===== config.mk =====
export PLATFORM = sky130hd
export DESIGN_NAME = uart_rx
export DESIGN_NICKNAME = d
export VERILOG_FILES = /design/src/hw/uart_pkg.sv /design/src/hw/uart_rx.sv
export SDC_FILE = /design/constraint.sdc
export NUM_CORES = 1
export LEC_CHECK = 0
export ABC_AREA = 0
export BUFFER_PORTS_ARGS = -buffer_cell sky130_fd_sc_hd__buf_2
export CAP_MARGIN = 10
export CORE_ASPECT_RATIO = 0.9
export CORE_UTILIZATION = 40
export DETAILED_ROUTE_END_ITERATION = 8
export SETUP_SLACK_MARGIN = 0.5
export SLEW_MARGIN = 20
export SYNTH_ARGS = -nofsm -noshare
export SYNTH_HDL_FRONTEND = slang
export SYNTH_SLANG_ARGS = --single-unit

===== constraint.sdc =====
create_clock -name clk -period 4.2 [get_ports clk]
set_clock_uncertainty 0.15 [all_clocks]
set_input_delay 0.63 -clock clk [delete_from_list [all_inputs] [get_ports clk]]
set_output_delay 0.63 -clock clk [all_outputs]
set_load 0.01 [all_outputs]

===== src/hw/uart_pkg.sv =====
// UART peripheral shared definitions
// Character and bus widths, register map, parity codes and the CFG layout

package uart_pkg;

    localparam int DATA_W = 8;
    localparam int BUS_W  = 32;
    localparam int DIV_W  = 24;

    typedef logic [DATA_W-1:0] byte_t;
    typedef logic [BUS_W-1:0]  word_t;
    typedef logic [1:0]        addr_idx_t;

    // Register word indices, from address bits 3:2
    localparam addr_idx_t ADDR_TX   = 2'd0;
    localparam addr_idx_t ADDR_RX   = 2'd1;
    localparam addr_idx_t ADDR_CFG  = 2'd2;
    localparam addr_idx_t ADDR_STAT = 2'd3;

    // Other codes behave as no parity
    typedef enum logic [2:0] {
        PARITY_OFF  = 3'd0,
        PARITY_ODD  = 3'd1,
        PARITY_EVEN = 3'd2
    } parity_e;

    // Same bit layout as the CFG register
    typedef struct packed {
        logic [3:0]       reserved;
        logic             stop_two;
        parity_e          parity;
        logic [DIV_W-1:0] divisor;
    } uart_cfg_t;

    // STATUS bit positions
    localparam int STAT_RX_AVAIL = 0;
    localparam int STAT_TX_SPACE = 1;
    localparam int STAT_PERR     = 2;

endpackage


===== src/hw/uart_rx.sv =====
// UART receiver
// Synchronizes rx, detects start edges, samples each bit at mid period
// and checks parity before handing the byte to the RX FIFO

module uart_rx
    import uart_pkg::*;
(
    input  logic      clk,
    input  logic      rstn,
    input  uart_cfg_t cfg,
    input  logic      rx,
    output logic      rx_push,
    output byte_t     rx_data,
    output logic      parity_fail
);

    typedef enum logic [2:0] {
        R_IDLE,
        R_START,
        R_DATA,
        R_PARITY,
        R_STOP
    } rx_state_e;

    rx_state_e        state;
    logic [3:0]       sync;
    logic             rx_s;
    logic             fall;
    logic [DIV_W-1:0] baud_cnt;
    logic             mid;
    logic             wrap;
    logic [2:0]       bit_cnt;
    logic [8:0]       shift;
    logic             par_on;
    logic             par_bad;

    assign rx_s = sync[3];
    assign fall = sync[3] && !sync[2];
    assign mid  = baud_cnt == (cfg.divisor >> 1);
    assign wrap = baud_cnt == cfg.divisor - 1'b1;

    assign par_on  = cfg.parity == PARITY_ODD || cfg.parity == PARITY_EVEN;
    assign par_bad = (cfg.parity == PARITY_ODD && !(^shift))
                  || (cfg.parity == PARITY_EVEN && (^shift));

    assign rx_data = shift[7:0];

    // Four stage input synchronizer, idles high
    always_ff @(posedge clk) begin
        if (!rstn) begin
            sync <= '1;
        end else begin
            sync <= {sync[2:0], rx};
        end
    end

    // Bit period counter, restarted by each start edge
    always_ff @(posedge clk) begin
        if (!rstn || state == R_IDLE || wrap) begin
            baud_cnt <= '0;
        end else begin
            baud_cnt <= baud_cnt + 1'b1;
        end
    end

    always_ff @(posedge clk) begin
        if (!rstn) begin
            state       <= R_IDLE;
            bit_cnt     <= '0;
            rx_push     <= 1'b0;
            parity_fail <= 1'b0;
        end else begin
            rx_push     <= 1'b0;
            parity_fail <= 1'b0;
            case (state)
                R_IDLE: begin
                    if (fall) begin
                        bit_cnt <= '0;
                        state   <= R_START;
                    end
                end
                R_START:  if (mid) state <= R_DATA;
                R_DATA: begin
                    if (mid) begin
                        bit_cnt <= bit_cnt + 1'b1;
                        if (bit_cnt == 3'd7 && !par_on) begin
                            // Extra shift lines the byte up at bit 0
                            shift <= {1'b0, rx_s, shift[8:2]};
                            state <= R_STOP;
                        end else begin
                            shift <= {rx_s, shift[8:1]};
                            if (bit_cnt == 3'd7) begin
                                state <= R_PARITY;
                            end
                        end
                    end
                end
                R_PARITY: begin
                    if (mid) begin
                        shift <= {rx_s, shift[8:1]};
                        state <= R_STOP;
                    end
                end
                R_STOP: begin
                    if (mid) begin
                        if (cfg.stop_two && bit_cnt == 3'd0) begin
                            bit_cnt <= 3'd1;
                        end else begin
                            rx_push     <= !par_bad;
                            parity_fail <= par_bad;
                            state       <= R_IDLE;
                        end
                    end
                end
                default: state <= R_IDLE;
            endcase
        end
    end

endmodule


### Word-level counts from Yosys, hierarchy flattened

Cells that the tools add are included.
W data, S select, Z words.

* register bits after elaboration: 45
* bits of input ports: 35

* add/sub/neg operators: 3
* equality and inequality tests: 17
* multiplexer cells: 18
* bitwise gates (word level): 3
* reductions and logical operators: 23

Operators by type and width (number)
* $mux W3: 12
* $mux W9: 3
* $add A24 B1 Y24 const B: 1
* $eq A24 B23 Y1: 1
* $eq A24 B24 Y1: 1
* $sub A24 B1 Y24 const B: 1
* $pmux W9 S2: 1
* $pmux W3 S5: 1
* $ne A2 B2 Y1 const B: 7
* $eq A3 B2 Y1 const B: 3
* $pmux W3 S3: 1
* $reduce_xor A9 Y1: 1
* $reduce_and A7 Y1: 1
* $eq A3 B1 Y1 const B: 2
* $eq A3 B3 Y1 const B: 2
* $logic_not A3 Y1: 2
* $logic_and A1 B1 Y1: 5
* $logic_not A1 Y1: 5
* $reduce_and A5 Y1: 1
* $logic_or A1 B1 Y1: 4
* $reduce_and A4 Y1: 1
* $reduce_or A4 Y1: 1
* $add A3 B1 Y3 const B: 1
* $ne A3 B3 Y1 const B: 1
* other kinds (3): 5

### Longest topological paths before layout

* word-level depth: 7
* depth in mapped cells: 11
* depth with buffers taken out: 9

### Worst setup path before layout

OpenSTA, ideal clock, no wires.

* kind: input port to flip-flop
* start: input port cfg[4] in the netlist's numbering
* end: register baud_cnt[13]
* setup time: 0.111 ns
* arrival time: 3.032 ns
* required time: 3.939 ns
* setup slack: 0.907 ns
* cell stages on the path: 11
* path through: buf_2 or4_1 buf_6 nor2_4 nand2_1 o32a_1 or4b_1 nor4bb_1 buf_4 buf_8 nor2_1

* word-level cells in the longest chain between the ends: 3

Ends and longest elaborated chain
* start: declaration: line uart_rx.sv:10 `input uart_cfg_t cfg,`
* $sub A24 B1 Y24: line uart_rx.sv:40 `assign wrap = baud_cnt == cfg.divisor - 1'b1;`
* $eq A24 B24 Y1: line uart_rx.sv:40
* $logic_or A1 B1 Y1: line uart_rx.sv:59 `if (!rstn || state == R_IDLE || wrap) begin`
* end signal: assignment: line uart_rx.sv:62 `baud_cnt <= baud_cnt + 1'b1;`
* end: declaration: line uart_rx.sv:29 `logic [DIV_W-1:0] baud_cnt;`

Every way passes these cells.
A chain may end at the register's enable or synchronous reset.

### Final worst setup path

* start: input port cfg[0] in the netlist's numbering
* end: register baud_cnt[21]

Same word-level chain as after synthesis.

==> out/metrics.csv <==
stage;metric;value;unit
floorplanning;die_area;0.00887;sq mm
yosys;synthArstFlopShare;0;%
sta;setup_ws;791;ps
critical_path;cp.required;4230;ps
clocking;clk_path_buf_depth;2;
route;via_count;2877;
route;drt.antenna.violating_nets;0;
clocking;post_cts_buffers;0;
yosys;ys_warn_count;0;
clocking;clk_transition_reported_paths;80;ps
critical_path;ff2ff_path_depth;7;
yosys;synth_area_leader_cell;dfxtp_1;
critical_path;worstPathMaxFanout;24;
sta;min_period;3410;ps
route;drc;0;
grt;grt_pass1_vias;2515;
yosys;synth_cells;418;
floorplanning;dieHeight;89.4;um
power;finalPower;0.000801;W
place;io_buffers;40;
floorplanning;core_area;0.00815;sq mm
yosys;seq_area_frac_synth;29.2;%
grt;antenna_found_initial;0;
floorplanning;io_pins;45;
critical_path;worstPathArrival;3440;ps
cells_and_area;antenna_cells;0;
cells_and_area;drive_gt1_share;16.3;%
floorplanning;floorplan.initialDensity;41.7;%
yosys;synth-seq-cells;45;
critical_path;r2r_slack;1470;ps
place;post-dp-hpwl;5820;um
sta;finalHoldViolations;0;
min_path;hold_class;flip-flop to flip-flop;
sta;setup_viol;0;
cells_and_area;multi_input_area;0.00217;sq mm
cells_and_area;fin_util;45.0;%
yosys;ys_top_cells_by_area;dfxtp_1 (21%), xnor2_1 (13%), edfxtp_1 (8.0%), xor2_1 (6.4%), nand2_1 (5.3%);
yosys;synth.distinct_cells;60;
power;ir_drop;0.122;mV
sta;worst_slew_pin_slew;802;ps
grt;grt_first_pass_wirelength;12500;um
outcome;outcome;finished, final reports clean;
power;power.leakage;1.38;nW
cells_and_area;mostFrequentLayoutCells;xnor2_1 (51), nand2_1 (48), buf_2 (40);
min_path;min_to;sync[2];
sta;timing.final.crit_share;81.2;%
yosys;synth_edf_count;9;
clocking;cts_hold_buf;0;
sta;fmax;293;MHz
clocking;cts-root-buf;clkbuf_8;
cells_and_area;finish.net_count;475;
place;gp_congestion;0.870;
cells_and_area;fill_cells;829;
cells_and_area;final_common_cell;xnor2_1;
sta;grt_setup_unrepaired;no;
min_path;min_from;sync[1];
clocking;cts.repair.resized;0;
grt;grt_start_max_net_pins;25;
grt;globalRoute.totalOverflow;0;
route;drtIter0Drc;235;
route;vias_per_cell;5.38;
yosys;syn_avg_cell_area;8.13;sq um
yosys;synth_flop_cell;dfxtp_1;
clocking;clock_latency;290;ps
route;wl_per_cell;14.2;um
yosys;synth.net_count;458;
critical_path;reg2reg_from;baud_cnt[12];
clocking;numCtsBuffers;5;
sta;slew_headroom;46.4;%
floorplanning;die_w;99.2;um
min_path;hold_path_depth;1;
yosys;syn_area;0.00340;sq mm
grt;track_usage;17.6;%
clocking;htreeDepth;2;
sta;fin_setup_tns;0;ps
yosys;yosys.area.top_type_share;21.2;%
clocking;clock-sinks;45;
flow_run;cap_violations;0;
sta;fin_hold_ws;257;ps
route;wl;7610;um
cells_and_area;area_growth;7.81;%
critical_path;worst_setup_path_end_kind;flip-flop;
floorplanning;row_count;31;
place;post-place-ws;485;ps
critical_path;cp-start-kind;input port;
sta;slew_violations;0;
power;power.density;219;mW/mm^2
cells_and_area;regArea;991;sq um
clocking;cts_tree;done;
critical_path;path_class;input port to flip-flop;
critical_path;timing.rr.end;baud_cnt[21];
route;firstDrtPassIters;4;
-- area by class of cell --
type | instances | area share [%]
clock buffer | 7 | 2.08
clock inverter | 1 | 0.137
inverter | 10 | 1.02
multi-input combinational | 325 | 59.2
sequential | 45 | 27.0
tap | 99 | 3.38
timing repair buffer | 48 | 7.10
-- sequential cells by signal, indices dropped and copies added (netlist names) --
signal / flops
baud_cnt: 24
shift: 9
sync: 4
bit_cnt: 3
state: 3
parity_fail: 1
rx_push: 1
-- worst max-delay path by stage --
| stage | cells past startpoint | end | startpoint | slack, ps |
|---|---|---|---|---|
| finish | 11 | baud_cnt[21] | cfg[0] | 790 |
| global route | 11 | baud_cnt[7] | cfg[1] | 620 |
| CTS | 9 | baud_cnt[9] | cfg[3] | 800 |
| detailed placement | 9 | baud_cnt[5] | cfg[3] | 480 |
| global placement | 9 | baud_cnt[5] | cfg[3] | 510 |
| floorplan | 11 | baud_cnt[13] | cfg[4] | 910 |
-- critical path, cell delays in order --
cell,delay (ps)
buf_2,130
inv_1,60
ha_1,170
nor2b_1,450
nand2_1,160
o31ai_1,370
o311a_2,230
or4b_1,510
nor4bb_4,310
buf_4,310
nor2_1,90
-- cells by family (layout without fill, tap and decap cells) --
logic type               Yosys count  count (layout)  synth area share, %
buffers and inverters             48              66                 7.44
AND/OR/NAND/NOR                  185             185                 28.3
XOR/XNOR                          76              76                 19.6
AO/OA/AOI/OAI                     49              49                 10.4
multiplexers                      10              10                 3.24
adder cells (fa/ha/maj)            5               5                 1.84
flip-flops                        45              45                 29.2
-- synth_stat cells, types with 8 or more instances --
library cell and count:
nand4_1 14, nand3_1 9, xnor2_1 51, clkbuf_1 24
a21oi_1 8, buf_4 9, nor3_1 17, inv_1 10
nor2_1 39, nand2_1 48, xor2_1 25, edfxtp_1 9
dfxtp_1 36, nor4_1 9, o21ai_0 9, mux2_2 8
and2_1 8
-- routing by layer --
metal | routed length [um] | share of wire (%) | global-route usage, %
met2 | 3250 | 43 | 26.7
met5 | 0 | 0 | 0
met3 | 400 | 5.3 | 2.66
met4 | 21 | 0.28 | 3.21
met1 | 3940 | 52 | 26.4
-- power by group --
group	internal, W	switching, W
logic	0.0000428	0.0000576
clock network	0.000117	0.000141
registers	0.000440	0.00000153
-- stage by stage --
stage               std cells  area [sq um]
finish                    535          3660
global route              535          3660
CTS                       535          3660
detailed placement        527          3580
global placement          527          3580
floorplan                 418          3400
Note: power is estimated with default switching activity, not from simulation.
