$ cat src/hw/uart_pkg.sv
// UART peripheral shared definitions
// Character and bus widths, register map, parity codes and the CFG layout

package uart_pkg;

    localparam int DATA_W = 8;
    localparam int BUS_W  = 32;
    localparam int DIV_W  = 24;

    typedef logic [DATA_W-1:0] byte_t;
    typedef logic [BUS_W-1:0]  word_t;
    typedef logic [1:0]        addr_idx_t;

    // Register word indices, from address bits 3:2
    localparam addr_idx_t ADDR_TX   = 2'd0;
    localparam addr_idx_t ADDR_RX   = 2'd1;
    localparam addr_idx_t ADDR_CFG  = 2'd2;
    localparam addr_idx_t ADDR_STAT = 2'd3;

    // Other codes behave as no parity
    typedef enum logic [2:0] {
        PARITY_OFF  = 3'd0,
        PARITY_ODD  = 3'd1,
        PARITY_EVEN = 3'd2
    } parity_e;

    // Same bit layout as the CFG register
    typedef struct packed {
        logic [3:0]       reserved;
        logic             stop_two;
        parity_e          parity;
        logic [DIV_W-1:0] divisor;
    } uart_cfg_t;

    // STATUS bit positions
    localparam int STAT_RX_AVAIL = 0;
    localparam int STAT_TX_SPACE = 1;
    localparam int STAT_PERR     = 2;

endpackage

$ cat src/hw/uart_tx.sv
// UART transmitter
// Fetches bytes from the TX FIFO and serializes start, data,
// optional parity and stop bits, LSB first

module uart_tx
    import uart_pkg::*;
(
    input  logic      clk,
    input  logic      rstn,
    input  uart_cfg_t cfg,
    input  byte_t     fifo_data,
    input  logic      fifo_empty,
    output logic      fifo_pop,
    output logic      tx
);

    typedef enum logic [2:0] {
        T_IDLE,
        T_START,
        T_DATA,
        T_PARITY,
        T_STOP,
        T_GAP
    } tx_state_e;

    tx_state_e        state;
    logic [DIV_W-1:0] baud_cnt;
    logic             tick;
    logic [2:0]       bit_cnt;
    logic [8:0]       shift;
    byte_t            held;
    logic             held_valid;
    logic             pop_wait;
    logic             par_on;
    logic             par_bit;

    assign par_on = cfg.parity == PARITY_ODD || cfg.parity == PARITY_EVEN;
    // Odd makes the total count of ones odd
    assign par_bit = (cfg.parity == PARITY_ODD) ? ~^held : ^held;

    assign fifo_pop = !held_valid && !pop_wait && !fifo_empty;
    assign tick     = baud_cnt == cfg.divisor - 1'b1;

    // Fetch sequencer; dout is valid one cycle after the pop
    always_ff @(posedge clk) begin
        if (!rstn) begin
            held_valid <= 1'b0;
            pop_wait   <= 1'b0;
        end else begin
            pop_wait <= fifo_pop;
            if (pop_wait) begin
                held_valid <= 1'b1;
            end else if (state == T_IDLE) begin
                held_valid <= 1'b0;
            end
        end
    end

    always_ff @(posedge clk) begin
        if (pop_wait) begin
            held <= fifo_data;
        end
    end

    // Baud counter runs only inside a frame
    always_ff @(posedge clk) begin
        if (!rstn || state == T_IDLE || tick) begin
            baud_cnt <= '0;
        end else begin
            baud_cnt <= baud_cnt + 1'b1;
        end
    end

    always_ff @(posedge clk) begin
        if (!rstn) begin
            state   <= T_IDLE;
            tx      <= 1'b1;
            bit_cnt <= '0;
        end else begin
            case (state)
                T_IDLE: begin
                    if (held_valid) begin
                        shift   <= {par_bit, held};
                        tx      <= 1'b0;
                        bit_cnt <= '0;
                        state   <= T_START;
                    end
                end
                T_START: begin
                    if (tick) begin
                        tx    <= shift[0];
                        shift <= shift >> 1;
                        state <= T_DATA;
                    end
                end
                T_DATA: begin
                    if (tick) begin
                        bit_cnt <= bit_cnt + 1'b1;
                        if (bit_cnt == 3'd7 && !par_on) begin
                            tx    <= 1'b1;
                            state <= T_STOP;
                        end else begin
                            tx    <= shift[0];
                            shift <= shift >> 1;
                            if (bit_cnt == 3'd7) begin
                                state <= T_PARITY;
                            end
                        end
                    end
                end
                T_PARITY: begin
                    if (tick) begin
                        tx    <= 1'b1;
                        state <= T_STOP;
                    end
                end
                T_STOP: begin
                    // bit_cnt wrapped to 0 leaving the data bits
                    if (tick) begin
                        if (cfg.stop_two && bit_cnt == 3'd0) begin
                            bit_cnt <= 3'd1;
                        end else begin
                            state <= T_GAP;
                        end
                    end
                end
                T_GAP:   if (tick) state <= T_IDLE;
                default: state <= T_IDLE;
            endcase
        end
    end

endmodule

$ cat config.mk
export PLATFORM = sky130hd
export DESIGN_NAME = uart_tx
export DESIGN_NICKNAME = d
export VERILOG_FILES = /design/src/hw/uart_pkg.sv /design/src/hw/uart_tx.sv
export SDC_FILE = /design/constraint.sdc
export NUM_CORES = 1
export LEC_CHECK = 0
export BUFFER_PORTS_ARGS = -buffer_cell sky130_fd_sc_hd__buf_4
export CORE_ASPECT_RATIO = 0.75
export CORE_MARGIN = 3
export CORE_UTILIZATION = 58
export DETAILED_ROUTE_END_ITERATION = 10
export PLACE_DENSITY = 0.92
export SLEW_MARGIN = 15
export SYNTH_ARGS = -nofsm -noshare
export SYNTH_HDL_FRONTEND = slang
export SYNTH_SLANG_ARGS = --single-unit
$ cat constraint.sdc
create_clock -name clk -period 5.6 [get_ports clk]
set_input_delay 0.84 -clock clk [delete_from_list [all_inputs] [get_ports clk]]
set_output_delay 0.84 -clock clk [all_outputs]
set_load 0.05 [all_outputs]
; Word level (Yosys, flattened, before mapping)
; Cells that the tools add are included.
[word_totals]
wordCells = 83
out_inout_bits = 2
in_bits = 43
ff_bits = 50
[classes]
n_reduce_logical = 24
eq_ne = 19
n_addsub = 3
mux = 29
[op_table]
columns = cell, n
row1 = $mux 3, 13
row2 = $mux 9, 4
row3 = $pmux 9 s3, 1
row4 = $add 24x1->24 const B, 1
row5 = $eq 24x24->1, 1
row6 = $sub 24x1->24 const B, 1
row7 = $ne 2x2->1 const B, 9
row8 = $pmux 3 s6, 1
row9 = $reduce_and 5->1, 2
row10 = $eq 3x2->1 const B, 3
row11 = $eq 3x3->1 const B, 3
row12 = $pmux 3 s3, 1
row13 = $mux 1, 8
row14 = $reduce_and 8->1, 1
row15 = $reduce_xnor 8->1, 1
row16 = $reduce_xor 8->1, 1
row17 = $eq 3x1->1 const B, 2
row18 = $logic_not 3->1, 2
row19 = $reduce_and 6->1, 1
row20 = $reduce_bool 3->1, 2
row21 = $logic_not 1->1, 5
row22 = $logic_and 1x1->1, 4
row23 = $pmux 1 s4, 1
row24 = $reduce_bool 4->1, 1
row25 = other kinds (4), 6

; Depth between registers and ports, before layout
; Gate-level depths: netlist of run 1.
[logic_depth]
word_depth = 7
depth_mapped = 12
depth_no_buf = 10

; Worst setup path before layout of run 1
; Ideal clock, no wire load.
[synth_path]
path_type = input-to-reg
from = input port cfg[0] in the netlist's numbering
to = register shift[0] (enable)
setup_time_ns = 0.378
required_time_ns = 5.222
path_slack_ns = 1.315
arrival_ns = 3.908
stages = 11
path_buffers = 1
path_cell_list = inv_1 -> ha_1 -> or4b_1 -> buf_2 -> nor4_1 -> a21oi_1 -> or4b_1 -> nand4bb_4 -> nor4b_1 -> o21bai_1 -> a21oi_1
[synth_via]
elab_chain_len = 4
elab_cells_between_ends = 5
classes_between = add/sub (1) / eq/ne (3) / reduce/logical (1)
[synth_lines]
columns = item, line
row1 = from (decl), uart_tx.sv:10  ; input uart_cfg_t cfg,
row2 = $sub 24x1->24 *, uart_tx.sv:42  ; assign tick = baud_cnt == cfg.divisor - 1'b1;
row3 = $eq 24x24->1 *, uart_tx.sv:42
row4 = $ne 2x2->1 (no line), n/a
row5 = $reduce_and 6->1 (no line) *, n/a
row6 = to (signal assigned), uart_tx.sv:83  ; shift <= {par_bit, held};
row7 = to (signal assigned), uart_tx.sv:92  ; shift <= shift >> 1;
row8 = to (signal assigned), uart_tx.sv:104  ; shift <= shift >> 1;
row9 = to (decl), uart_tx.sv:30  ; logic [8:0] shift;
; Every way passes the cells marked *; elsewhere a longest branch is shown, timed or not.
; A chain may end at the register's enable or synchronous reset.

; Worst setup path after layout of run 1
[layout_path]
from = input port cfg[0] in the netlist's numbering
to = register shift[6] (enable)
; Same word-level chain as after synthesis.

==> run metrics, run 1 <==
crit path buf inv count=3; Achievable Freq=233.6 MHz; Worst-Margin Slew=0.8586 ns; DR top layer=met4; top_reg_cell synth=dfxtp_1; router iterations before antenna repair=5; Synth Net Count=423; Die ar.=6665 sq um; Critical Path Fanout Max=9; wire length on met2=around 3.5 mm; CTS Root Cell=clkbuf_8; port bufs=40; CTS tree=built; Core Footprint=5439 sq um; Setup WS post-layout=between 1 and 1.5 ns; Peak supply drop=128.1 uV; Yosys cell types=57; Yosys top cell area share=19.94%; Worst setup SP type=input port; Total GRT Usage=between 20% and 30%; total clock buffers created by CTS=5; WHS=approximately 0.50 ns; I/O pins=45; drt total wl=between 7 and 8 mm; synth top area cells=dfxtp_1 (20%), edfxtp_1 (15%), xnor2_1 (8.5%); share of cells above drive strength 1=16.01%; relative slew slack=42.23%; Max-Cap Viols=0; vias per cell=between 5 and 6; Mapped Area=3313 sq um; sum of net half-perimeters after detailed placement=5.576 mm; initial core utilization=a little over 60%; DP Area=3638 sq um; Worst Path Required=5.61 ns; outcome=finished clean; area grow syn2layout=13.03%; Filler cells=418; Yosys top cell by area=dfxtp_1; M1 wire length=3.294 mm; CP max stage cell=nor4_1; Top Family by Delay on Critical Path=simple AND/OR/NAND/NOR gates; Slew Limit Fails=0; Ant. Diodes=0; largest family of logic cells by synthesized area=simple AND/OR/NAND/NOR gates; clock edge transition at the registers on the reported setup and hold paths=0.09 ns; Worst Path Arrival=4.29 ns; Synth Area in Compound Gates=12.76%; Fin Setup TNS=0 ns; Cell Chain, Critical Path=buf_4 > inv_1 > ha_1 > or4b_1 > nor4_1 > a21oi_1 > or4b_1 > nand4bb_4 > nor4b_1 > o21bai_1 > a21oi_1 > buf_4; final setup fails=0; P_leak=roughly 1.3 nW; Crit. End Element=flop; Hold Crit Class=flop to flop; worst slack, placed=1.026 ns; via count=about 2,900; max incr delay on CP=0.79 ns; DR WL/cell=15.25 um; H-tree Lvls=2; number of global-route vias before repair=2,587; worst skew pair latency=around 0.30 ns; syn avg cell area=8.835 sq um; sequential fraction of the synthesis area=between 30% and 40%; Final Util=68.85%; Power Dens Cells=between 150 and 200 nW/um^2; post-CTS resize count=0; Synth Instances=375; gr ovfl total=0; final instance area=3745 sq um; synth warn=0; pin count of the biggest net entering global routing=25; leading cell types by count after synthesis=nor2_1 (47), dfxtp_1 (33), xnor2_1 (32); Post-synth EDFFs=17; number of synthesized register bits=50; count leader, synth=nor2_1; drc violations=0; # Post-CTS Setup Buffers=0; CP Class=input port to flop; first-pass GRT wire length=roughly 12 mm; Final ANT Viol Nets=0; CTS Hold Buffers Added=0; initial antenna violation count=0; Final Cycle Share=76.44%; GP Congestion=0.9039; post-synthesis simple-gate area fraction=27.34%; CTS sink cnt=50; FFs w/ async S/R, synth=0%; Nets=453; RSZ-0062 raised after global routing=false; Final min period=4.281 ns; skew final=0.009984 ns; chip width=between 90 and 100 um; adder-cell share of the synthesized area=1.888%; DRT iter0 DRCs=232; Final Hold Vio Count=0; xor and xnor area share after synthesis=15.86%; Clock Path Buffers=2; die height=71.46 um; mux share of post-synthesis cell area=3.361%; cell row count=23; WL met3=552 um
==> layout make-up <==
class / count / area (sq um) / area share, %
clock buffers: 6 / 72.57 / 1.938
multi-input cells: 297 / 2028 / 54.16
well taps: 75 / 93.84 / 2.506
clock inverters: 2 / 33.78 / 0.9021
inverters: 10 / 37.54 / 1.002
repair buffers: 41 / 307.8 / 8.219
flip-flops and latches: 50 / 1171 / 31.27
==> stage by stage <==
step / std cells / total power, mW
4_1_cts: 481 / 0.7475
6_report: 481 / 0.7441
3_5_place_dp: 473 / 0.5019
2_1_floorplan: 375 / 0.4577
5_1_grt: 481 / 0.7729
3_3_place_gp: 473 / 0.4969
==> placed cells by master (no fill, tap or decap), drive strengths merged, types with 4 or more instances in the layout <==
cell | netlist | final
buf | 3 | 41
nor4 | 10 | 10
ha | 5 | 5
nand3b | 5 | 5
and3 | 4 | 4
nand2b | 5 | 5
dfxtp | 33 | 33
nor2 | 48 | 48
o21a | 4 | 4
a21oi | 10 | 10
o211ai | 4 | 4
clkbuf | 15 | 6
nor3 | 11 | 11
o21ai | 6 | 6
nand4 | 7 | 7
and2 | 4 | 4
a31oi | 4 | 4
xor2 | 28 | 28
edfxtp | 17 | 17
nand2 | 24 | 24
mux2 | 9 | 9
nand3 | 18 | 18
or3 | 6 | 6
inv | 10 | 10
xnor2 | 32 | 32
a211oi | 6 | 6
==> worst paths after layout <==
path / to / slack [ns] / cells after the start / startpoint
worst min-delay path: tx$_SDFFE_PN1P_ / 0.50 / 1 / tx$_SDFFE_PN1P_
worst min register to register: tx$_SDFFE_PN1P_ / 0.50 / 1 / tx$_SDFFE_PN1P_
worst max-delay path: shift[6]$_DFFE_PP_ / 1.32 / 12 / cfg[0]
worst max register to register: baud_cnt[4]$_SDFF_PP0_ / 2.60 / 8 / baud_cnt[14]$_SDFF_PP0_
==> flip-flops by register name (all words and copies together) (netlist names) <==
name	flops
baud_cnt	24
shift	9
held	8
bit_cnt	3
state	3
held_valid	1
pop_wait	1
tx	1
==> per-layer routing <==
layer	vias up	global-route usage, %
met5	-	0
met4	0	5.203
met3	4	3.463
met2	116	35.18
met1	1346	32.25
li1	1410	-
==> power breakdown <==
group | switching (mW) | internal [mW] | total (mW)
clock network | 0.117 | 0.132 | 0.249
logic | 0.0548 | 0.0503 | 0.105
registers | 0.00711 | 0.383 | 0.390
==> cells by family after synthesis <==
group                    after synthesis
XOR/XNOR                              60
AND/OR/NAND/NOR                      165
AO/OA/AOI/OAI                         57
multiplexers                          10
buffers and inverters                 28
adder cells (fa/ha/maj)                5
flip-flops                            50
Note: power is estimated with default switching activity, not from simulation.
==> run 2: changes to the inputs <==
- clock period: 5.6 -> 4.05 ns (I/O delays scaled with it)
==> run 2 against run 1 <==
Effect of this change:
- final area is 1.0% higher
- clock-buffer cell count decreased by 1
- sequential power is 38% higher
- register-to-register slack got worse by 1.4 ns
- highest routed layer unchanged
==> run metrics, run 2 (synthesis results as in run 1) <==
outcome=finished clean (unchanged); Setup WS post-layout=0.3118 ns (was 1.319 ns); DRT iter0 DRCs=232 (unchanged); max reg flops=24 (unchanged); Filler cells=413 (was 418); vias per cell=6.043 (was 5.979); worst skew pair latency=0.30 ns (about the same); CTS Root Cell=clkbuf_8 (unchanged); Crit. Startpoint=cfg[0] (unchanged); Achievable Freq=267.5 MHz; skew final=0.006601 ns (was 0.009984 ns); die height=71.46 um (unchanged); final setup fails=0 (unchanged); Peak supply drop=154.8 uV (was 128.1 uV); first-pass GRT wire length=13.08 mm (was 12.06 mm); Core Footprint=5439 sq um (unchanged); Worst Path Required=4.06 ns (was 5.61 ns); area grow syn2layout=14.16% (was 13.03%); CTS sink cnt=50 (unchanged); Final Cycle Share=92.30%; Worst setup SP type=input port (unchanged); CP Class=input port to flop (unchanged); worst slack, placed=0.05835 ns (was 1.026 ns); share of cells above drive strength 1=17.76% (was 16.01%); Ant. Diodes=0 (unchanged); most frequent cells in the layout=nor2_1 (47), buf_4 (45), dfxtp_1 (33), xnor2_1 (32), xor2_1 (28) (was nor2_1 (47), buf_4 (41), dfxtp_1 (33), xnor2_1 (32), xor2_1 (28)); area of the multi-input gates=2032 sq um (was 2028 sq um); Power Dens Cells=260.1 nW/um^2 (was 198.7 nW/um^2); number of global-route vias before repair=2,716 (was 2,587); Worst Path Arrival=3.75 ns (was 4.29 ns); port bufs=40 (unchanged); Critical Path Fanout Max=9 (unchanged); Total GRT Usage=24.16% (was 22.25%); drt total wl=7.618 mm (was 7.333 mm); hold wc startpoint=fifo_data[1] (was tx$_SDFFE_PN1P_); Reg with most FFs=baud_cnt (unchanged); drc violations=0 (unchanged); router iterations before antenna repair=5 (unchanged); sum of net half-perimeters after detailed placement=5.729 mm (was 5.576 mm); Final min period=3.738 ns; P_leak=1.317 nW (was 1.296 nW); CTS Hold Buffers Added=0 (unchanged); chip width=93.27 um (unchanged); Reg area=1171 sq um (unchanged); clock edge transition at the registers on the reported setup and hold paths=0.09 ns (about the same); Final ANT Viol Nets=0 (unchanged); Total Power=983.7 uW (was 744.1 uW); pin count of the biggest net entering global routing=25 (unchanged); Clock Path Buffers=2 (unchanged); total clock buffers created by CTS=5 (unchanged); Nets=458 (was 453); Post-Place Cells=478 (was 473); Hold Crit Class=input port to flop (was flop to flop); Die ar.=6665 sq um (unchanged); H-tree Lvls=2 (unchanged); Final Hold Vio Count=0 (unchanged); Fin Setup TNS=0 ns (unchanged); Crit. End Element=flop (unchanged); Worst-Margin Slew=0.7275 ns (was 0.8586 ns); launch point of the worst reg-to-reg path=baud_cnt[14]$_SDFF_PP0_ (unchanged); Max-Cap Viols=0 (unchanged); # Post-CTS Setup Buffers=0 (unchanged); post-CTS resize count=0 (unchanged); initial core utilization=60.92% (unchanged); Top Registers=baud_cnt x24, shift x9, held x8 (unchanged); I/O pins=45 (unchanged); GP Congestion=0.8628 (was 0.9039); relative slew slack=51.12% (was 42.23%); initial antenna violation count=0 (unchanged); Non-Filler Instances=486 (was 481); Slew Limit Fails=0 (unchanged); commonest non-fill, non-tap cell in the layout=nor2_1 (unchanged); gr ovfl total=0 (unchanged); via count=2,937 (was 2,876); RSZ-0062 raised after global routing=false (unchanged); DR WL/cell=15.67 um (was 15.25 um); CTS tree=built (unchanged); cell row count=23 (unchanged)
[run 2: metal layers]
layer	GRT usage, %	vias to the layer above	part of all wire (%)
met1	34.24	1390	44
met4	6.341	0	1.2
met2	38.11	112	48
met3	4.617	10	6.2
met5	0	-	0
li1	-	1425	-
[run 2: layout make-up]
type	count	area share (%)
Inverter	10	0.9924
Clock inverter	3	0.5624
Multi-Input combinational cell	297	53.72
Sequential cell	50	30.96
Timing Repair Buffer	46	9.461
Tap cell	75	2.481
Clock buffer	5	1.819
[run 2: final timing paths]
path / cells past startpoint / slack [ns] / endpoint
min: 1 / 0.47 / held[1]$_DFFE_PP_
max: 13 / 0.31 / shift[3]$_DFFE_PP_
min reg2reg: 1 / 0.53 / baud_cnt[0]$_SDFF_PP0_
max reg2reg: 8 / 1.20 / state[1]$_SDFFE_PN0P_
[run 2: power breakdown]
group          switching [mW]  internal, mW  leakage, nW
registers             0.00997         0.529        0.422
logic                  0.0771        0.0712        0.851
clock network           0.175         0.122       0.0441
[run 2: critical path: stages]
cell	delay, ns
buf_4	0.14
inv_1	0.07
ha_1	0.21
or4b_1	0.50
or4_1	0.57
a2111o_1	0.39
a211oi_1	0.26
nand4_1	0.16
buf_4	0.19
nor2_4	0.11
nand3b_1	0.14
a21oi_2	0.19
buf_4	0.20
[run 2: through the flow]
stage / utilization (%) / hold WS (ns) / area (sq um)
finish: 69.54 / 0.4716 / 3782
global route: 69.54 / 0.4595 / 3782
CTS: 69.54 / 0.4661 / 3782
detailed placement: 67.89 / 0.5178 / 3692
global placement: 67.89 / 0.4879 / 3692
floorplan: - / 0.4587 / 3317
