[src/hw/uart_pkg.sv]
// UART peripheral shared definitions
// Character and bus widths, register map, parity codes and the CFG layout

package uart_pkg;

    localparam int DATA_W = 8;
    localparam int BUS_W  = 32;
    localparam int DIV_W  = 24;

    typedef logic [DATA_W-1:0] byte_t;
    typedef logic [BUS_W-1:0]  word_t;
    typedef logic [1:0]        addr_idx_t;

    // Register word indices, from address bits 3:2
    localparam addr_idx_t ADDR_TX   = 2'd0;
    localparam addr_idx_t ADDR_RX   = 2'd1;
    localparam addr_idx_t ADDR_CFG  = 2'd2;
    localparam addr_idx_t ADDR_STAT = 2'd3;

    // Other codes behave as no parity
    typedef enum logic [2:0] {
        PARITY_OFF  = 3'd0,
        PARITY_ODD  = 3'd1,
        PARITY_EVEN = 3'd2
    } parity_e;

    // Same bit layout as the CFG register
    typedef struct packed {
        logic [3:0]       reserved;
        logic             stop_two;
        parity_e          parity;
        logic [DIV_W-1:0] divisor;
    } uart_cfg_t;

    // STATUS bit positions
    localparam int STAT_RX_AVAIL = 0;
    localparam int STAT_TX_SPACE = 1;
    localparam int STAT_PERR     = 2;

endpackage

[src/hw/uart_regs.sv]
// UART register block
// AXI4-Lite slave holding CFG and the sticky parity flag,
// and turning TX writes and RX reads into FIFO strobes

module uart_regs
    import uart_pkg::*;
(
    input  logic        clk,
    input  logic        rstn,
    input  logic [11:0] awaddr,
    input  logic        awvalid,
    output logic        awready,
    input  word_t       wdata,
    input  logic [3:0]  wstrb,
    input  logic        wvalid,
    output logic        wready,
    output logic        bvalid,
    input  logic        bready,
    input  logic [7:0]  araddr,
    input  logic        arvalid,
    output logic        arready,
    output word_t       rdata,
    output logic        rvalid,
    input  logic        rready,
    output uart_cfg_t   cfg,
    output logic        tx_push,
    output byte_t       tx_push_data,
    input  logic        tx_full,
    output logic        rx_pop,
    input  byte_t       rx_data,
    input  logic        rx_empty,
    input  logic        parity_fail
);

    typedef enum logic [2:0] {
        S_IDLE,
        S_WDATA,
        S_WRESP,
        S_RISSUE,
        S_RLATCH,
        S_RBACK
    } state_e;

    state_e    state;
    addr_idx_t addr_q;
    word_t     wdata_q;
    logic [3:0] wstrb_q;
    word_t     rdata_q;
    word_t     strb_mask;
    word_t     status;
    logic      perr;
    logic      wr_commit;

    assign awready = state == S_IDLE;
    assign arready = state == S_IDLE;
    assign wready  = state == S_WDATA;
    assign bvalid  = state == S_WRESP;
    assign rvalid  = state == S_RBACK;
    assign rdata   = rdata_q;

    assign strb_mask = {{8{wstrb_q[3]}}, {8{wstrb_q[2]}}, {8{wstrb_q[1]}}, {8{wstrb_q[0]}}};

    // Writes take effect on the response handshake
    assign wr_commit    = state == S_WRESP && bready;
    assign tx_push      = wr_commit && addr_q == ADDR_TX && wstrb_q[0];
    assign tx_push_data = wdata_q[7:0];
    assign rx_pop       = state == S_RISSUE && addr_q == ADDR_RX;

    always_comb begin
        status                = '0;
        status[STAT_RX_AVAIL] = !rx_empty;
        status[STAT_TX_SPACE] = !tx_full;
        status[STAT_PERR]     = perr;
    end

    always_ff @(posedge clk) begin
        if (!rstn) begin
            state <= S_IDLE;
        end else begin
            case (state)
                S_IDLE: begin
                    // Write address wins over a read in the same cycle
                    if (awvalid) begin
                        state <= S_WDATA;
                    end else if (arvalid) begin
                        state <= S_RISSUE;
                    end
                end
                S_WDATA:  if (wvalid) state <= S_WRESP;
                S_WRESP:  if (bready) state <= S_IDLE;
                S_RISSUE: state <= S_RLATCH;
                S_RLATCH: state <= S_RBACK;
                S_RBACK:  if (rready) state <= S_IDLE;
                default:  state <= S_IDLE;
            endcase
        end
    end

    // Captured address, write payload and read result
    always_ff @(posedge clk) begin
        if (state == S_IDLE) begin
            addr_q <= awvalid ? awaddr[3:2] : araddr[3:2];
        end
        if (state == S_WDATA && wvalid) begin
            wdata_q <= wdata;
            wstrb_q <= wstrb;
        end
        if (state == S_RLATCH) begin
            case (addr_q)
                ADDR_RX:   rdata_q <= word_t'(rx_data);
                ADDR_CFG:  rdata_q <= word_t'(cfg);
                ADDR_STAT: rdata_q <= status;
                default:   rdata_q <= '0;
            endcase
        end
    end

    always_ff @(posedge clk) begin
        if (!rstn) begin
            cfg  <= '0;
            perr <= 1'b0;
        end else begin
            if (wr_commit && addr_q == ADDR_CFG) begin
                cfg <= uart_cfg_t'((wdata_q & strb_mask) | (word_t'(cfg) & ~strb_mask));
            end
            if (wr_commit && addr_q == ADDR_STAT && wstrb_q[0] && !wdata_q[STAT_PERR]) begin
                perr <= 1'b0;
            end
            // A new failure outranks a clear in the same cycle
            if (parity_fail) begin
                perr <= 1'b1;
            end
        end
    end

endmodule

[config.mk]
export PLATFORM = sky130hd
export DESIGN_NAME = uart_regs
export DESIGN_NICKNAME = d
export VERILOG_FILES = /design/src/hw/uart_pkg.sv /design/src/hw/uart_regs.sv
export SDC_FILE = /design/constraint.sdc
export NUM_CORES = 1
export LEC_CHECK = 0
export BUFFER_PORTS_ARGS = -buffer_cell sky130_fd_sc_hd__buf_2
export CORE_MARGIN = 2
export CORE_UTILIZATION = 35
export CTS_CLUSTER_SIZE = 30
export DETAILED_ROUTE_END_ITERATION = 7
export PLACE_DENSITY = 0.57
export SYNTH_ARGS = -nofsm -noshare
export SYNTH_HDL_FRONTEND = slang
export SYNTH_SLANG_ARGS = --single-unit
export TNS_END_PERCENT = 5
[constraint.sdc]
create_clock -name clk -period 6.45 [get_ports clk]
set_input_delay 0.9675 -clock clk [delete_from_list [all_inputs] [get_ports clk]]
set_output_delay 0.9675 -clock clk [all_outputs]
set_load 0.02 [all_outputs]
Word-level counts from Yosys, hierarchy flattened:

Cells that the tools add are included.

* bits in registers: 106
* bits of input ports: 74
* output and inout port bits: 79
* logic and storage cells: 52

* equality and inequality tests: 12
* multiplexer cells: 10
* bitwise logic cells: 4
* reduce and logical (&&, ||, !) cells: 16

Operators with widths (count)
* $pmux 32 s3: 1
* $and 32x32->32: 2
* $not 32->32: 1
* $or 32x32->32: 1
* $pmux 3 s6: 1
* $mux 3: 5
* $logic_and 1x1->1: 9
* $eq 3x2->1 const B: 2
* $eq 3x3->1 const B: 2
* $eq 2x2->1 const B: 2
* $ne 2x1->1 const B: 2
* $reduce_and 4->1: 1
* $eq 3x1->1 const B: 1
* $logic_not 1->1: 3
* $logic_not 3->1: 1
* $ne 3x3->1 const B: 1
* $eq 2x1->1 const B: 1
* $logic_not 2->1: 1
* $mux 1: 2
* $mux 2: 1
* $ne 2x2->1 const B: 1
* $reduce_bool 2->1: 1

Logic depth before layout (Yosys ltp):

Gate-level depths: netlist of run 1.

* word-level depth: 7
* gate-level depth with buffers: 6
* depth with buffers taken out: 3

Least setup slack after synthesis of run 1:

Ideal clock, no wire load.

* path type: reg-to-reg
* start point: register state[0]
* end point: register rdata_q[0], in the netlist rdata[0], enable pin
* library setup time: 0.468 ns
* arrival time: 2.864 ns
* data required time: 5.982 ns
* setup slack: 3.118 ns
* stages on the path, launching flop included: 3
* buffers on the path: 1
* period minus slack after synthesis: 3.332 ns
* cells stage by stage: dfxtp_1 -> buf_2 -> nor3b_1

* word-level cells in the longest chain between the ends: 1

Ends and longest elaborated chain
* start, declared: line uart_regs.sv:44 `state_e state;`
* start signal, assigned: line uart_regs.sv:78 `state <= S_IDLE;`
* start signal, assigned: line uart_regs.sv:84 `state <= S_WDATA;`
* start signal, assigned: line uart_regs.sv:86 `state <= S_RISSUE;`
* $eq 3x3->1: line uart_regs.sv:108 `if (state == S_RLATCH) begin`
* end signal, assigned: line uart_regs.sv:110 `ADDR_RX: rdata_q <= word_t'(rx_data);`
* end signal, assigned: line uart_regs.sv:111 `ADDR_CFG: rdata_q <= word_t'(cfg);`
* end signal, assigned: line uart_regs.sv:112 `ADDR_STAT: rdata_q <= status;`
* end, declared: line uart_regs.sv:48 `word_t rdata_q;`

No other way between the ends.
A chain may end at the register's enable or synchronous reset.

Worst setup path after layout of run 1:

* start point: input bready
* end point: output tx_push

* word-level cells in the longest chain between the ends: 3

Ends and longest elaborated chain
* start, declared: line uart_regs.sv:18 `input logic bready,`
* $logic_and 1x1->1: line uart_regs.sv:64 `assign wr_commit = state == S_WRESP && bready;`
* $logic_and 1x1->1 (2 in a row): line uart_regs.sv:65 `assign tx_push = wr_commit && addr_q == ADDR_TX && wstrb_q[0];`
* end, declared: line uart_regs.sv:26 `output logic tx_push,`

No other way between the ends.

==> impl_metrics.toml, run 1 <==
[pwr]
p_clk_share_pct = 39.8
seq_power_share_pct = 52.6
combPwrFrac_pct = 7.7
p_int_mw = 1.14
p_sw_uw = 318
powerDensity_nw_per_um2 = 286
switching_share_pct = 21.8
vdd_drop_max_v = 0.000144
p_leak_nw = 2.04

[timing]
worst_slack_ns = 3.70
finClkSkew_ns = 0.00578
rsz0062_at_grt = "false"
hold_ws_ns = 0.471
clock.fmax_mhz = 363
period_needed_ns = 2.75
relSlewSlack_pct = 29.6
fin_crit_sh_pct = 42.7
setup_tns_ns = 0
report.final.slew_viol_count = 0
worst_pin_slew_ns = 1.05
setup_viol_count_final = 0
hold_viol_final = 0

[clock_network]
cts_buffers = 9
clk_latency_ns = 0.34
cts_root_buf = "clkbuf_16"
cts_tree = "done"
ctsHoldBuffers = 0
cts_sinks = 106
cts_htree_levels = 3
max-clock-path-buffers = 2
cts_setup_buffers = 0
ctsResizeCount = 0
path_clk_slew_ns = 0.06

[die]
core-area_sq_um = 11400
fp-row-count = 39
die_w_microns = 112
die_area_sq_um = 12600
num_io_pins = 153
initial_core_util_pct = 36.0
die_y_microns = 112

[final_layout]
ff_latch_area_sq_um = 2820
fill_cells = 1093
final_cell_mix = "136 x buf_2, 70 x edfxtp_1, 66 x nand2_1"
final_nets = 497
postLayoutCellArea_sq_um = 5120
area_growth_pct = 24.6
multi_input_area_sq_um = 1080
diodes = 0
finalNonFillerCells = 571
layout_commonest_cell = "buf_2"
layout-drive-gt1-share_pct = 38.6

[grt]
grt_pass1_vias = 2570
gr-total-overflow = 0
grt_antenna_before_repair = 0
grt_pass1_wl_microns = 12900
grt_max_degree = 37
grtUsageTotal_pct = 13.2

[drt]
postRouteAntennaNets = 0
vias = 2571
drt_wl_total_microns = 8050
vias_per_cell = 4.50
drc_errors = 0
drt-pass1-iter-count = 4
wl_per_cell_microns = 14.1
drtIter0Drc = 82

[placed_design]
hpwl_microns = 5710
place_ws_ns = 3.67
routabilityCongestion = 0.801
placed_cells = 555
portBuffers = 136
dpl_cell_area_sq_um = 4800

[worst_setup_path]
timing.rr.start = "state[2]"
cp.required_ns = 5.48
crit_path_end_kind = "output pin"
path_max_fanout = 6
r2r_cells = 2
reg2reg_setup_slack_ns = 4.28
cp-startpoint = "bready"
crit_type = "input pin to output pin"
worst_r2r_endpoint = "rdata[26]"
worst_setup_path_start_kind = "input pin"
arrival_ns = 1.78

[logic_synthesis]
ys_seq_area_share_pct = 68.7
synth_seq_cells = 106
ys_types = 31
syn_area_sq_um = 4110
synthCells = 302
avgSynthCellArea_sq_um = 13.6
synth_warnings = 0
syn_nets = 376

[hold_path]
min_path_cells = 2
hp-class = "flip-flop to flip-flop"

[status]
status = "completed"

[run]
drv_cap = 0
-- worst max-delay path, cell delays in order --
cell and delay [ns]:
buf_2 0.08, and4bb_2 0.33, nand2_1 0.07, nor3_1 0.13, buf_2 0.19
-- how the worst max path moves through the flow --
stage | end | slack [ns] | cells after the start
2_1_floorplan | rdata[0] | 3.12 | 2
3_3_place_gp | tx_push | 3.64 | 5
3_5_place_dp | tx_push | 3.67 | 5
4_1_cts | tx_push | 3.67 | 5
5_1_grt | tx_push | 3.61 | 5
6_report | tx_push | 3.70 | 5
-- metrics by stage --
| stage | total power [mW] | utilization [%] |
|---|---|---|
| after floorplan | 0.861 | - |
| after global placement | 0.896 | 42.0 |
| after detailed placement | 0.899 | 42.0 |
| after CTS | 1.48 | 44.8 |
| after global routing | 1.52 | 44.8 |
| final | 1.46 | 44.8 |
-- synthesized netlist by cell type --
library cell  count  area share, %
a2111oi_0         1           0.21
a2111oi_1         1           0.24
a21oi_1           2           0.24
a221oi_1          1           0.21
a22o_1            8            1.7
a31oi_1           1           0.15
and2_1           24            3.7
and3_4            4            1.1
and3b_1           1           0.21
and4bb_2          1           0.30
buf_2             4           0.49
buf_4             9            1.6
buf_6             7            1.9
clkbuf_1          8           0.73
dfxtp_1          36             18
edfxtp_1         70             51
inv_1             4           0.37
mux2_2            3           0.82
mux2_4            1           0.37
mux2i_1          34            8.3
nand2_1          66            6.0
nand2b_1          2           0.30
nand3b_1          1           0.18
nor2_1            3           0.27
nor2b_1           1           0.15
nor2b_4           1           0.34
nor3_1            2           0.24
nor3b_1           3           0.55
nor4_1            1           0.15
nor4bb_1          1           0.24
o21ai_0           1           0.12
-- power by group through the flow --
| stage | Clock [mW] | Combinational (mW) | Sequential [mW] |
|---|---|---|---|
| final | 0.581 | 0.112 | 0.768 |
| after global routing | 0.627 | 0.125 | 0.771 |
| after CTS | 0.599 | 0.115 | 0.768 |
| after detailed placement | 0 | 0.115 | 0.784 |
| after global placement | 0 | 0.113 | 0.783 |
| after floorplan | 0 | 0.0760 | 0.785 |
-- cell type report --
cell class,instances,area share (%)
clock buffers,11,4.74
clock inverters,5,1.52
inverters,4,0.293
multi-input cells,164,21.2
flip-flops and latches,106,55.2
well taps,143,3.50
repair buffers,138,13.6
-- per-layer routing --
metal | up-vias | global-route usage (%) | routed length (microns)
met1 | 1212 | 16.3 | 3460
met4 | 0 | 6.10 | 155
li1 | 1285 | - | -
met2 | 65 | 22.4 | 4050
met3 | 9 | 2.48 | 389
met5 | - | 0 | 0
-- kinds of logic after synthesis --
family / count (synthesis) / share of synthesized area [%]
buffers and inverters: 32 / 5.15
flip-flops: 106 / 68.7
multiplexers: 38 / 9.48
AO/OA/AOI/OAI: 15 / 2.89
AND/OR/NAND/NOR: 111 / 13.7
No activity file was read; power rests on OpenSTA's default activity.
==> inputs of run 2 (changes only) <==
Settings changed: ABC_AREA set to 1.
Clock period 6.45 ns to 2.8 ns, I/O delays scaled along.
==> run 2 against run 1 <==
Compared with the run above:
- sequential share of layout area fell by 0.38 points
- critical endpoint unchanged
- power rose to 2.6 times the previous value
- design area rose by 0.68%
- sequential power rose to 2.5 times the previous value
- first-iteration DRC count rose by 110%
- clock skew barely moved
==> impl_metrics.toml, run 2 <==
[pwr]
vdd_drop_max_v = 0.000546
p_int_mw = 2.71
p_clk_share_pct = 30.6
switching_share_pct = 29.1
combPwrFrac_pct = 18.9
powerDensity_nw_per_um2 = 742
seq_power_share_pct = 50.5
p_leak_nw = 2.36
p_sw_mw = 1.11

[logic_synthesis]
synthTopCellsByArea = "edfxtp_1 51%, dfxtp_1 18%, nor2_1 8.9%"
syn_area_sq_um = 4090
ys_async_sr_fraction_pct = 0
synth_seq_cells = 106
avgSynthCellArea_sq_um = 10.6
synth_top_cell_by_area = "edfxtp_1"
synth_warnings = 0
ys_seq_area_share_pct = 69.0
synth_most_common_cell = "nor2_1"
yosys-top-cells-count = "97 x nor2_1, 74 x nand2_1, 70 x edfxtp_1, 43 x inv_1, 36 x dfxtp_1"
syn_nets = 461
ys_types = 24
synth_top_area_share_pct = 51.4
synthCells = 387
synth_flop_cell = "edfxtp_1"
synth_edf_count = 70

[placed_design]
hpwl_microns = 6080
portBuffers = 136
routabilityCongestion = 0.760
dpl_cell_area_sq_um = 4880

[clock_network]
max-clock-path-buffers = 2
cts_tree = "done"
cts_htree_levels = 3
clk_latency_ns = 0.34
cts_setup_buffers = 0
ctsHoldBuffers = 0
cts_root_buf = "clkbuf_16"
cts_buffers = 9
path_clk_slew_ns = 0.07
cts_sinks = 106
ctsResizeCount = 0

[drt]
postRouteAntennaNets = 0
highest_layer = "met4"
wl_met3_microns = 714
drt_wl_total_microns = 8860
drt-pass1-iter-count = 4
dr_wl_met2_microns = 4110
met1_length_microns = 3910
drc_errors = 0
vias_per_cell = 4.42
drtIter0Drc = 169
vias = 2936
wl_per_cell_microns = 13.3

[timing]
setup_tns_ns = 0
setup_viol_count_final = 0
worst_pin_slew_ns = 0.729
finClkSkew_ns = 0.00578
hold_ws_ns = 0.250
clock.fmax_mhz = 511
relSlewSlack_pct = 51.4
report.final.slew_viol_count = 0
rsz0062_at_grt = "false"
period_needed_ns = 1.96
hold_viol_final = 0
fin_crit_sh_pct = 69.9

[die]
fp-row-count = 39
core-area_sq_um = 11400
die_w_microns = 112
die_y_microns = 112
die_area_sq_um = 12600
initial_core_util_pct = 35.8
num_io_pins = 153

[worst_setup_path]
arrival_ns = 1.54
path_max_fanout = 5
crit_path_end_kind = "output pin"
crit_type = "flip-flop to output pin"
worst_setup_path_start_kind = "flip-flop"
cp.required_ns = 2.38

[status]
status = "completed"

[grt]
gr-total-overflow = 0
grt_antenna_before_repair = 0
grt_pass1_vias = 2721
grt_max_degree = 36
grtUsageTotal_pct = 14.1
grt_pass1_wl_microns = 13700

[final_layout]
fill_cells = 1104
area_growth_pct = 25.9
layout_commonest_cell = "buf_2"
fin_util_pct = 45.1
layout-drive-gt1-share_pct = 32.4
final_nets = 590
final_cell_mix = "136 x buf_2, 94 x nor2_1, 74 x nand2_1"
postLayoutCellArea_sq_um = 5150
diodes = 0

[run]
drv_cap = 0

[hold_path]
hp-class = "input pin to flip-flop"
==> run 2: final cells by class <==
cell class	count	area [sq um]	area share, %
clock inverter	2	12.5	0.243
multi-input combinational	214	970	18.8
sequential	106	2820	54.8
tap	143	179	3.47
clock buffer	14	264	5.12
inverter	45	169	3.28
timing repair buffer	140	736	14.3
==> run 2: final timing paths <==
path,startpoint,endpoint,slack (ns),cells after the start
worst max-delay path,state[2],tx_push,0.84,6
worst min-delay path,wdata[12],wdata_q[12],0.25,1
worst min register to register,perr,perr,0.46,2
worst max register to register,addr_q[0],flip-flop,1.06,6
==> run 2: kinds of logic (layout without fill, tap and decap cells) <==
family | count (synthesis) | after routing | share of synthesized area (%)
compound gates | 12 | 12 | 2.08
buf+inv | 67 | 201 | 7.77
simple gates | 202 | 202 | 21.2
flops | 106 | 106 | 69.0
==> run 2: power by group through the flow <==
stage | Clock, mW | Sequential, mW | Combinational, mW
final | 1.17 | 1.93 | 0.724
after global placement | 0 | 1.96 | 0.727
after global routing | 1.27 | 1.94 | 0.798
after floorplan | 0 | 2.01 | 0.443
after detailed placement | 0 | 1.96 | 0.738
after CTS | 1.21 | 1.93 | 0.740
==> run 2: through the flow <==
step / power (mW) / cells / worst slack (ns)
2_1_floorplan: 2.45 / 387 / 0.282
3_3_place_gp: 2.69 / 648 / 1.07
3_5_place_dp: 2.70 / 648 / 1.04
4_1_cts: 3.88 / 664 / 0.805
5_1_grt: 4.01 / 664 / 0.743
6_report: 3.83 / 664 / 0.844
==> run 2: layer usage <==
layer / vias to the layer above / track usage (%)
met5: - / 0
met4: 0 / 4.07
met3: 9 / 6.21
met2: 103 / 22.8
met1: 1336 / 17.3
li1: 1488 / -
==> run 2: critical path, stage by stage (launching register included) <==
cell,delay [ns]
dfxtp_1,0.35
inv_2,0.13
nand2_1,0.07
nor2_2,0.16
nand3_1,0.13
nor3_1,0.16
buf_2,0.19
